`src/logic/wbreg_pkg.sv`:
```
// --------------------
// Register bank constants
// --------------------

`default_nettype none

package wbreg_pkg;

   // Width of the Wishbone data word in bits.
   parameter int DATA_W = 32;

   // One select bit per 8-bit lane of the data word.
   parameter int SEL_W = DATA_W / 8;

   // Word address width, which leaves room for up to 16 register slots.
   parameter int ADDR_W = 4;

   // Pattern on DAT_O in every cycle without an acknowledge.
   // A master that samples data at the wrong time sees this obvious value.
   parameter logic [DATA_W-1:0] IDLE_DATA = 32'hd0d0_d0d0;

   // Reset value of register 0.
   // Register i resets to this base plus i, so each slot is recognizable.
   parameter logic [DATA_W-1:0] INIT_BASE = 32'hdead_babe;

endpackage

`default_nettype wire

```
`src/logic/wb_addr_decode.sv`:
```
// --------------------
// Word address decoder
// --------------------

`timescale 1ns/100ps
`default_nettype none

module wb_addr_decode #(
   parameter int N_REGS = 4
) (
   input  wire logic                        CLK_I,
   input  wire logic                        rst_n,
   input  wire logic [wbreg_pkg::ADDR_W-1:0] ADR_I,
   input  wire logic                        STB_I,
   input  wire logic                        ack,
   output logic      [N_REGS-1:0]           reg_stb,
   output logic                             ERR_O
);

   // High while the master strobes an address with no register behind it.
   logic unmapped;
   // Set once the error for the current strobe has been given.
   logic err_pend;
   // Error to be raised at the coming edge.
   logic err_next;

   // One strobe per register, and only for the addressed one.
   // Unmapped addresses never reach any register.
   always_comb begin
      reg_stb = '0;
      for (int i = 0; i < N_REGS; i++) begin
         if (STB_I && int'(ADR_I) == i) begin
            reg_stb[i] = 1'b1;
         end
      end
   end

   assign unmapped = STB_I && (int'(ADR_I) >= N_REGS);

   // The error is held back while an acknowledge is on the bus.
   // Then ACK_O and ERR_O can never be high in the same cycle.
   assign err_next = unmapped && !err_pend && !ack;

   // ERR_O is a registered pulse in cycle 1 of the strobe.
   // The pending bit lasts until the master drops STB_I, so a held strobe
   // gets only one error.
   always_ff @(posedge CLK_I) begin
      if (!rst_n) begin
         ERR_O    <= 1'b0;
         err_pend <= 1'b0;
      end else begin
         ERR_O    <= err_next;
         err_pend <= unmapped && (err_pend || err_next);
      end
   end

endmodule

`default_nettype wire

```
`src/logic/wb_latency_reg.sv`:
```
// --------------------
// Wishbone latency register
// --------------------

`timescale 1ns/100ps
`default_nettype none

module wb_latency_reg #(
   parameter logic [wbreg_pkg::DATA_W-1:0] INIT_VALUE    = wbreg_pkg::INIT_BASE,
   parameter int                           WRITE_LATENCY = 1,
   parameter int                           READ_LATENCY  = 2
) (
   input  wire logic                        CLK_I,
   input  wire logic                        rst_n,
   input  wire logic                        stb,
   input  wire logic                        WE_I,
   input  wire logic [wbreg_pkg::SEL_W-1:0]  SEL_I,
   input  wire logic [wbreg_pkg::DATA_W-1:0] DAT_I,
   output logic                             ack,
   output logic      [wbreg_pkg::DATA_W-1:0] reg_q
);

   // Index 0 is the write path and index 1 the read path.
   logic [1:0] path_stb;
   logic [1:0] path_ack;

   // The stored word.
   // Each 8-bit lane is written only when its select bit is set.
   // Lanes with a clear select bit keep their old contents.
   always_ff @(posedge CLK_I) begin
      if (!rst_n) begin
         reg_q <= INIT_VALUE;
      end else if (stb && WE_I) begin
         for (int b = 0; b < wbreg_pkg::SEL_W; b++) begin
            if (SEL_I[b]) begin
               reg_q[8*b +: 8] <= DAT_I[8*b +: 8];
            end
         end
      end
   end

   // Split the strobe by direction.
   // Each direction then gets its own acknowledge delay.
   assign path_stb[0] = stb && WE_I;
   assign path_stb[1] = stb && !WE_I;

   // One delay line per direction.
   // Both use the same code and differ only in their latency.
   for (genvar k = 0; k < 2; k++) begin : g_path
      localparam int LAT = (k == 0) ? WRITE_LATENCY : READ_LATENCY;

      if (LAT == 0) begin : g_direct
         // Zero latency: the acknowledge follows the strobe in the same cycle.
         assign path_ack[k] = path_stb[k];
      end else begin : g_delay
         // The top bit is loaded at the edge that ends cycle 0.
         // It then walks down one bit per cycle and reaches bit 0 in cycle LAT.
         logic [LAT-1:0] dly;

         // The line loads only while it is empty.
         // A strobe held through its own acknowledge does not start a second
         // pulse, so each access gets exactly one acknowledge.
         always_ff @(posedge CLK_I) begin
            if (!rst_n) begin
               dly <= '0;
            end else begin
               dly <= dly >> 1;
               if (dly == '0 && path_stb[k]) begin
                  dly[LAT-1] <= 1'b1;
               end
            end
         end

         assign path_ack[k] = dly[0];
      end
   end

   // Only one direction is active per access.
   // So at most one path acknowledges in any cycle.
   assign ack = |path_ack;

endmodule

`default_nettype wire

```
`src/logic/wb_read_mux.sv`:
```
// --------------------
// Read data collector
// --------------------

`timescale 1ns/100ps
`default_nettype none

module wb_read_mux #(
   parameter int N_REGS = 4
) (
   input  wire logic [N_REGS-1:0]            ack_vec,
   input  wire logic [wbreg_pkg::DATA_W-1:0] reg_q_vec [N_REGS],
   output logic                              ACK_O,
   output logic      [wbreg_pkg::DATA_W-1:0] DAT_O
);

   // Any register acknowledge is the bus acknowledge.
   assign ACK_O = |ack_vec;

   // Only the strobed register can acknowledge.
   // So at most one bit of ack_vec is high, and the loop picks its word.
   // With no acknowledge the bus shows the idle pattern.
   // Write acknowledges also show the stored word, which holds the new value.
   always_comb begin
      DAT_O = wbreg_pkg::IDLE_DATA;
      for (int i = 0; i < N_REGS; i++) begin
         if (ack_vec[i]) begin
            DAT_O = reg_q_vec[i];
         end
      end
   end

endmodule

`default_nettype wire

```
`src/logic/wb_reg_bank.sv`:
```
// --------------------
// Wishbone register bank
// --------------------

`timescale 1ns/100ps
`default_nettype none

module wb_reg_bank #(
   parameter int N_REGS        = 4,
   parameter int WRITE_LATENCY = 1,
   parameter int READ_LATENCY  = 2
) (
   input  wire logic                        CLK_I,
   input  wire logic                        rst_n,
   input  wire logic [wbreg_pkg::ADDR_W-1:0] ADR_I,
   input  wire logic [wbreg_pkg::DATA_W-1:0] DAT_I,
   input  wire logic [wbreg_pkg::SEL_W-1:0]  SEL_I,
   input  wire logic                        WE_I,
   input  wire logic                        STB_I,
   output logic      [wbreg_pkg::DATA_W-1:0] DAT_O,
   output logic                             ACK_O,
   output logic                             ERR_O
);

   // Strobe for each register, from the decoder.
   logic [N_REGS-1:0]            reg_stb;
   // Acknowledge from each register, to the collector.
   logic [N_REGS-1:0]            reg_ack;
   // Stored word of each register, to the collector.
   logic [wbreg_pkg::DATA_W-1:0] reg_q [N_REGS];

   // The decoder also watches the merged acknowledge.
   // That keeps an error from sharing a cycle with an acknowledge.
   wb_addr_decode #(
      .N_REGS (N_REGS)
   ) i_addr_decode (
      .CLK_I   (CLK_I),
      .rst_n   (rst_n),
      .ADR_I   (ADR_I),
      .STB_I   (STB_I),
      .ack     (ACK_O),
      .reg_stb (reg_stb),
      .ERR_O   (ERR_O)
   );

   // One register per slot, all on the shared write bus.
   // Each slot resets to the base value plus its own index.
   for (genvar i = 0; i < N_REGS; i++) begin : g_reg
      localparam logic [wbreg_pkg::DATA_W-1:0] INIT = wbreg_pkg::INIT_BASE + i;

      wb_latency_reg #(
         .INIT_VALUE    (INIT),
         .WRITE_LATENCY (WRITE_LATENCY),
         .READ_LATENCY  (READ_LATENCY)
      ) i_reg (
         .CLK_I (CLK_I),
         .rst_n (rst_n),
         .stb   (reg_stb[i]),
         .WE_I  (WE_I),
         .SEL_I (SEL_I),
         .DAT_I (DAT_I),
         .ack   (reg_ack[i]),
         .reg_q (reg_q[i])
      );
   end

   // The collector is purely combinational, so the bank adds no stage.
   wb_read_mux #(
      .N_REGS (N_REGS)
   ) i_read_mux (
      .ack_vec   (reg_ack),
      .reg_q_vec (reg_q),
      .ACK_O     (ACK_O),
      .DAT_O     (DAT_O)
   );

endmodule

`default_nettype wire

```
`config.mk`:
```
export PLATFORM = sky130hd
export DESIGN_NAME = wb_reg_bank
export DESIGN_NICKNAME = d
export VERILOG_FILES = /design/src/logic/wbreg_pkg.sv /design/src/logic/wb_addr_decode.sv /design/src/logic/wb_latency_reg.sv /design/src/logic/wb_read_mux.sv /design/src/logic/wb_reg_bank.sv
export SDC_FILE = /design/constraint.sdc
export NUM_CORES = 1
export LEC_CHECK = 0
export BUFFER_PORTS_ARGS = -buffer_cell sky130_fd_sc_hd__buf_2
export CAP_MARGIN = 20
export CELL_PAD_IN_SITES_DETAIL_PLACEMENT = 0
export CELL_PAD_IN_SITES_GLOBAL_PLACEMENT = 1
export CORE_MARGIN = 2
export CORE_UTILIZATION = 42
export CTS_CLUSTER_DIAMETER = 50
export DETAILED_ROUTE_END_ITERATION = 6
export GPL_ROUTABILITY_DRIVEN = 0
export PLACE_DENSITY_LB_ADDON = 0.1
export SYNTH_ARGS = -nofsm -noshare
export SYNTH_HDL_FRONTEND = slang
export SYNTH_HIERARCHICAL = 1
export SYNTH_SLANG_ARGS = --single-unit
```
`constraint.sdc`:
```
create_clock -name CLK_I -period 3.6 [get_ports CLK_I]
set_input_delay 0.54 -clock CLK_I [delete_from_list [all_inputs] [get_ports CLK_I]]
set_output_delay 0.54 -clock CLK_I [all_outputs]
set_load 0.03 [all_outputs]
```
==> results.py, run 1 <==
metrics = {
    "placed_design": {
        "place_area_um2": 7020,
        "hpwl_um": 14200,
        "dp.cells": 994,
        "port_buffers": 77,
    },
    "critical_path": {
        "ff2ff_setup_slack_ns": 1.49,
        "worstPathRequired_ns": 3.06,
        "r2r-end": "i_addr_decode/ERR_O",
        "crit_path_start": "g_reg[1].i_reg/g_path[1].g_delay.dly[0]",
        "reg2reg_depth": 4,
        "crit_fanout": 15,
        "worstPathArrival_ns": 2.70,
        "crit_path_end_kind": "output pin",
        "reg2reg_from": "g_reg[3].i_reg/g_path[1].g_delay.dly[0]",
        "worstSetupStartpointType": "flop",
        "worstSetupPathType": "flop to output pin",
    },
    "sta": {
        "tightest_slew_ns": 0.798,
        "fin_tns_setup_ns": 0,
        "drv_slew": 0,
        "skew_ns": 0.00470,
        "hold_viol": 0,
        "whs_ns": 0.396,
        "period_needed_ns": 3.24,
        "setup_viol": 0,
        "clock.fmax_mhz": 308,
        "slew_headroom_pct": 46.8,
        "rsz0062_at_grt": "no",
        "period_share_pct": 90.1,
    },
    "final_layout": {
        "instances_no_fill": 1027,
        "fin_util_pct": 48.2,
        "multi_input_area_um2": 3020,
        "regArea_um2": 2840,
        "drive_above_1_share_pct": 19.9,
        "areaGrowthSynthToFinish_pct": 13.5,
        "nets": 841,
        "final_area_um2": 7570,
        "num-fill-cells": 1525,
    },
    "global_routing": {
        "antenna_found_initial": 1,
        "grt-ovfl-total": 0,
        "grt_pass1_wl_um": 32300,
        "grt_pass1_vias": 5776,
        "grt.total_usage_pct": 25.4,
        "grt_max_degree": 63,
    },
    "clock_network": {
        "cts.path.max_buffers": 2,
        "cts_resized": 0,
        "clock_latency_ns": 0.42,
        "holdBufCountCts": 0,
        "cts_root_buf": "clkbuf_16",
        "cts.sinks": 142,
        "clk_pin_slew_ns": 0.06,
        "htreeDepth": 4,
        "cts_made_buffers": 17,
        "cts_tree": "built",
        "postCtsSetupBuffers": 0,
    },
    "yosys": {
        "ys_types": 32,
        "avgSynthCellArea_um2": 8.90,
        "yosysSeqAreaShare_pct": 42.6,
        "yosys.area_share.simple_pct": 19.5,
        "async_flop_share_pct": 0,
        "synth_compound_area_share_pct": 18.9,
        "synth_ff_type": "dfxtp_1",
        "synth-xor-area-share_pct": 0,
        "synth_fa_ha_area_share_pct": 0,
        "synth_top_family_by_area": "simple AND/OR/NAND/NOR gates",
        "synth_edf_count": 0,
        "syn-instance-count": 750,
        "ys_warn_count": 6,
        "syn_area_um2": 6670,
        "synth-seq-cells": 142,
        "post_synth_mux_area_share_pct": 6.90,
        "syn_nets": 794,
    },
    "power_and_ir_drop": {
        "p_int_w": 0.00259,
        "seqPwrFrac_pct": 46.2,
        "p_clk_share_pct": 47.3,
        "power.switching_w": 0.000851,
        "power_leakage_nw": 3.37,
        "combPwrFrac_pct": 6.5,
        "pwr_density_cell_nw_per_um2": 454,
        "sw_frac_of_total_pct": 24.7,
        "max-vdd-ir-drop_mv": 0.341,
    },
    "floorplan": {
        "die_y_um": 130,
        "pin_count": 78,
        "core-area_um2": 15700,
        "rows": 46,
        "dieArea_um2": 16900,
        "start_util_pct": 42.5,
        "die_w_um": 130,
    },
    "drt": {
        "first_iter_violations": 413,
        "drc": 0,
        "dr.pass1.iters": 5,
        "viasPerCell": 5.77,
        "num_vias": 5923,
        "wl_per_cell_um": 20.2,
        "wirelength_um": 20700,
        "detail-route-antenna-nets": 0,
    },
    "run": {
        "cap_violations": 0,
    },
    "min_path": {
        "hold_start": "DAT_I[20]",
        "hp-class": "input pin to flop",
        "min_path_cells": 3,
        "hold_path_end": "g_reg[1].i_reg/reg_q[20]",
    },
    "status": {
        "status": "finished clean",
    },
}
critical path, stage by stage, from the launching register on:
cell,delay [ns]
dfxtp_1,0.30
or2_2,0.49
buf_4,0.29
inv_1,0.43
o22ai_1,0.19
o21ai_0,0.32
buf_2,0.26
cell usage after synthesis (5+ instances only):
master      n  share of area, %
clkbuf_1   12              0.68
and3_4      5              0.84
a221oi_2   17               3.8
buf_4       6              0.68
and4b_1    10               1.5
buf_6      20               3.4
mux2i_1    46               6.9
and3_1     11               1.0
inv_1      85               4.8
o22ai_1    33               3.1
o21ai_0    10              0.75
dfxtp_1   142                43
a22oi_1    11               1.2
nand2_1    92               5.2
nor2_1     24               1.4
o211ai_1   83               9.3
nand4_1    82               7.7
buf_2      35               2.6
how the worst max path moves through the flow:
stage                            to  slack, ns  cells after the start
after floorplan           DAT_O[12]       1.24                      5
after detailed placement  DAT_O[20]       0.77                      6
after global placement    DAT_O[13]       0.84                      6
final                     DAT_O[20]       0.36                      6
after CTS                 DAT_O[13]       0.35                      6
after global routing      DAT_O[13]       0.20                      6
power groups by stage:
stage / clock network [W] / logic (W) / registers (W)
global route: 0.00172 / 0.000244 / 0.00159
global placement: 0 / 0.000221 / 0.00162
detailed placement: 0 / 0.000223 / 0.00162
finish: 0.00163 / 0.000225 / 0.00159
CTS: 0.00165 / 0.000224 / 0.00159
floorplan: 0 / 0.000126 / 0.00162
registers in the layout, indices dropped and copies added (netlist names):
| signal | count |
|---|---|
| i_addr_decode/ERR_O | 1 |
| i_addr_decode/err_pend | 1 |
| g.i_reg/g_path.g_delay.dly | 12 |
| g.i_reg/reg_q | 128 |
per-layer routing:
layer	up-vias	track usage, %	share of wire [%]
met5	-	0	0
met2	199	42.4	49
met1	2873	32.2	43
met4	0	10.9	2.6
li1	2814	-	-
met3	37	4.76	6.0
cell usage in the layout (no fill, tap or decap), drive strengths merged:
cell,count
a21oi,4
a221oi,19
a22oi,11
and2,4
and3,16
and4,1
and4b,10
and4bb,1
buf,101
clkbuf,21
clkinv,8
clkinvlp,3
dfxtp,142
diode,1
inv,85
mux2i,46
nand2,92
nand2b,2
nand3,1
nand4,82
nor2,25
nor2b,2
nor3,1
o211ai,83
o21ai,11
o22ai,33
or2,5
or3,1
metrics by stage:
stage / total power, W / setup WS [ns]
after global placement: 0.00184 / 0.844
final: 0.00344 / 0.356
after CTS: 0.00346 / 0.347
after detailed placement: 0.00185 / 0.774
after floorplan: 0.00175 / 1.24
after global routing: 0.00355 / 0.202
cell type report:
type	instances	area share [%]
multi-input cells	450	39.9
well taps	216	3.57
repair buffers	101	7.50
flip-flops and latches	142	37.5
clock inverters	11	0.876
inverters	85	4.21
clock buffers	21	6.35
diodes	1	0.0331
kinds of logic after synthesis:
kind of cell           after synthesis
AOI/OAI and AO/OA                  161
and+or+nand+nor                    243
muxes                               46
DFF                                142
buffers and inverters              158
No activity file was read; power rests on OpenSTA's default activity.
==> inputs of run 2 (changes only) <==
PLACE_DENSITY = 0.87   (was default)
PLACE_DENSITY_LB_ADDON = default   (was 0.1)
==> run 2 against run 1 <==
Count of clock-buffer cells in the layout is 1 lower. Core utilization up 0.48 points. Clock power rose by 18%. Design area is 0.99% higher. Maximum frequency increased by 4.3%. Wire length shrank 9.3%. Die area is the same. Critical path type unchanged. Critical endpoint is now DAT_O[14]. Largest cell class unchanged.
==> results.py, run 2 (synthesized netlist as in run 1, its figures left out) <==
metrics = {
    "status": {
        "status": "finished clean",
    },
    "final_layout": {
        "layout_common_cells": "142 x dfxtp_1, 92 x nand2_1, 85 x inv_1, 83 x o211ai_1, 82 x nand4_1",
        "mostFrequentLayoutCell": "dfxtp_1",
        "areaGrowthSynthToFinish_pct": 14.6,
        "drive_above_1_share_pct": 19.3,
        "reg_top3": "g.i_reg/reg_q (128), g.i_reg/g_path.g_delay.dly (12)",
        "nets": 836,
        "largest_reg_flops": 128,
        "regMostFlops": "g.i_reg/reg_q",
    },
    "drt": {
        "drc": 0,
        "viasPerCell": 5.69,
        "first_iter_violations": 581,
        "num_vias": 5814,
        "dr.pass1.iters": 5,
        "detail-route-antenna-nets": 0,
        "wl_per_cell_um": 18.4,
        "wirelength_um": 18800,
    },
    "sta": {
        "skew_ns": 0.00210,
        "drv_slew": 0,
        "whs_ns": 0.397,
        "period_share_pct": 86.4,
        "setup_slack_ns": 0.491,
        "tightest_slew_ns": 0.931,
        "clock.fmax_mhz": 322,
        "rsz0062_at_grt": "no",
        "setup_viol": 0,
        "fin_tns_setup_ns": 0,
        "period_needed_ns": 3.11,
        "slew_headroom_pct": 37.8,
        "hold_viol": 0,
    },
    "global_routing": {
        "grt_pass1_vias": 5649,
        "grt_max_degree": 90,
        "antenna_found_initial": 1,
        "grt.total_usage_pct": 23.0,
        "grt_pass1_wl_um": 30000,
        "grt-ovfl-total": 0,
    },
    "placed_design": {
        "hpwl_um": 12500,
        "dpl_worst_slack_ns": 0.996,
        "port_buffers": 77,
    },
    "floorplan": {
        "dieArea_um2": 16900,
        "core-area_um2": 15700,
        "start_util_pct": 42.5,
        "die_y_um": 130,
        "die_w_um": 130,
        "rows": 46,
        "pin_count": 78,
    },
    "power_and_ir_drop": {
        "pwr_density_cell_nw_per_um2": 488,
        "power_leakage_nw": 3.40,
        "max-vdd-ir-drop_mv": 0.350,
    },
    "clock_network": {
        "cts_resized": 0,
        "cts_tree": "built",
        "cts_root_buf": "clkbuf_16",
        "cts.path.max_buffers": 2,
        "cts.sinks": 142,
        "clk_pin_slew_ns": 0.06,
        "clock_latency_ns": 0.42,
        "postCtsSetupBuffers": 0,
        "cts_made_buffers": 17,
        "holdBufCountCts": 0,
        "htreeDepth": 4,
    },
    "critical_path": {
        "ff2ff_setup_slack_ns": 1.68,
        "crit_path_end_kind": "output pin",
        "worstPathArrival_ns": 2.57,
        "worstSetupPathType": "flop to output pin",
        "critPathTopFamily": "simple AND/OR/NAND/NOR gates",
        "crit_fanout": 16,
        "worstSetupStartpointType": "flop",
        "max_stage_delay_ns": 0.77,
        "worstPathRequired_ns": 3.06,
        "worstPathCellList": "or2_2 > nor2b_1 > a22oi_1 > o21ai_0 > buf_2",
        "crit_path_top_delay_cell": "nor2b_1",
        "path_buf_inv": 1,
    },
    "min_path": {
        "hp-class": "input pin to flop",
    },
    "run": {
        "cap_violations": 0,
    },
}
run 2: cell types whose count changed in the layout (fill, tap and decap cells not counted), sizes merged:
cell / before / now
bufinv: 0 / 5
buf: 101 / 96
clkinvlp: 3 / 2
clkbuf: 21 / 20
clkinv: 8 / 5
run 2: through the flow:
stage	std cells	utilization [%]	cell area, um2	power, W
after floorplan	750	-	6670	0.00175
after global routing	1021	48.6	7640	0.00386
after CTS	1021	48.6	7640	0.00376
final	1022	48.7	7650	0.00373
after global placement	989	44.5	7000	0.00184
after detailed placement	989	44.5	7000	0.00184
run 2: final timing paths:
kind,startpoint,end,depth (start not counted)
setup / recovery,g_reg[3].i_reg/g_path[1].g_delay.dly[0],DAT_O[14],5
hold / removal,DAT_I[10],g_reg[3].i_reg/reg_q[10],3
setup reg to reg,g_reg[3].i_reg/g_path[1].g_delay.dly[0],i_addr_decode/ERR_O,5
hold reg to reg,i_addr_decode/err_pend,i_addr_decode/ERR_O,1
run 2: report_power, final:
part	switching (W)	internal (W)	total, W
registers	0.00000641	0.00158	0.00159
logic	0.000159	0.0000621	0.000221
clock network	0.000664	0.00126	0.00192
run 2: area by class of cell:
cell class	instances	area (um2)
fillers	1486	8070
inverters	85	319
clock buffers	20	457
clock inverters	12	190
well taps	216	270
flip-flops and latches	142	2840
diodes	1	2.50
multi-input cells	450	3020
repair buffers	96	543
run 2: layer usage:
metal	global-route usage [%]	wire length, um
met5	0	0
met4	8.92	326
met3	4.72	1160
met2	37.7	8940
met1	30.0	8390
run 2: worst reg2reg max path, cell delays in order, from the launching register on:
cell and delay, ns:
dfxtp_1 0.31, or2_2 0.44, or2_1 0.29, buf_4 0.22
or3_1 0.39, nor3_1 0.19
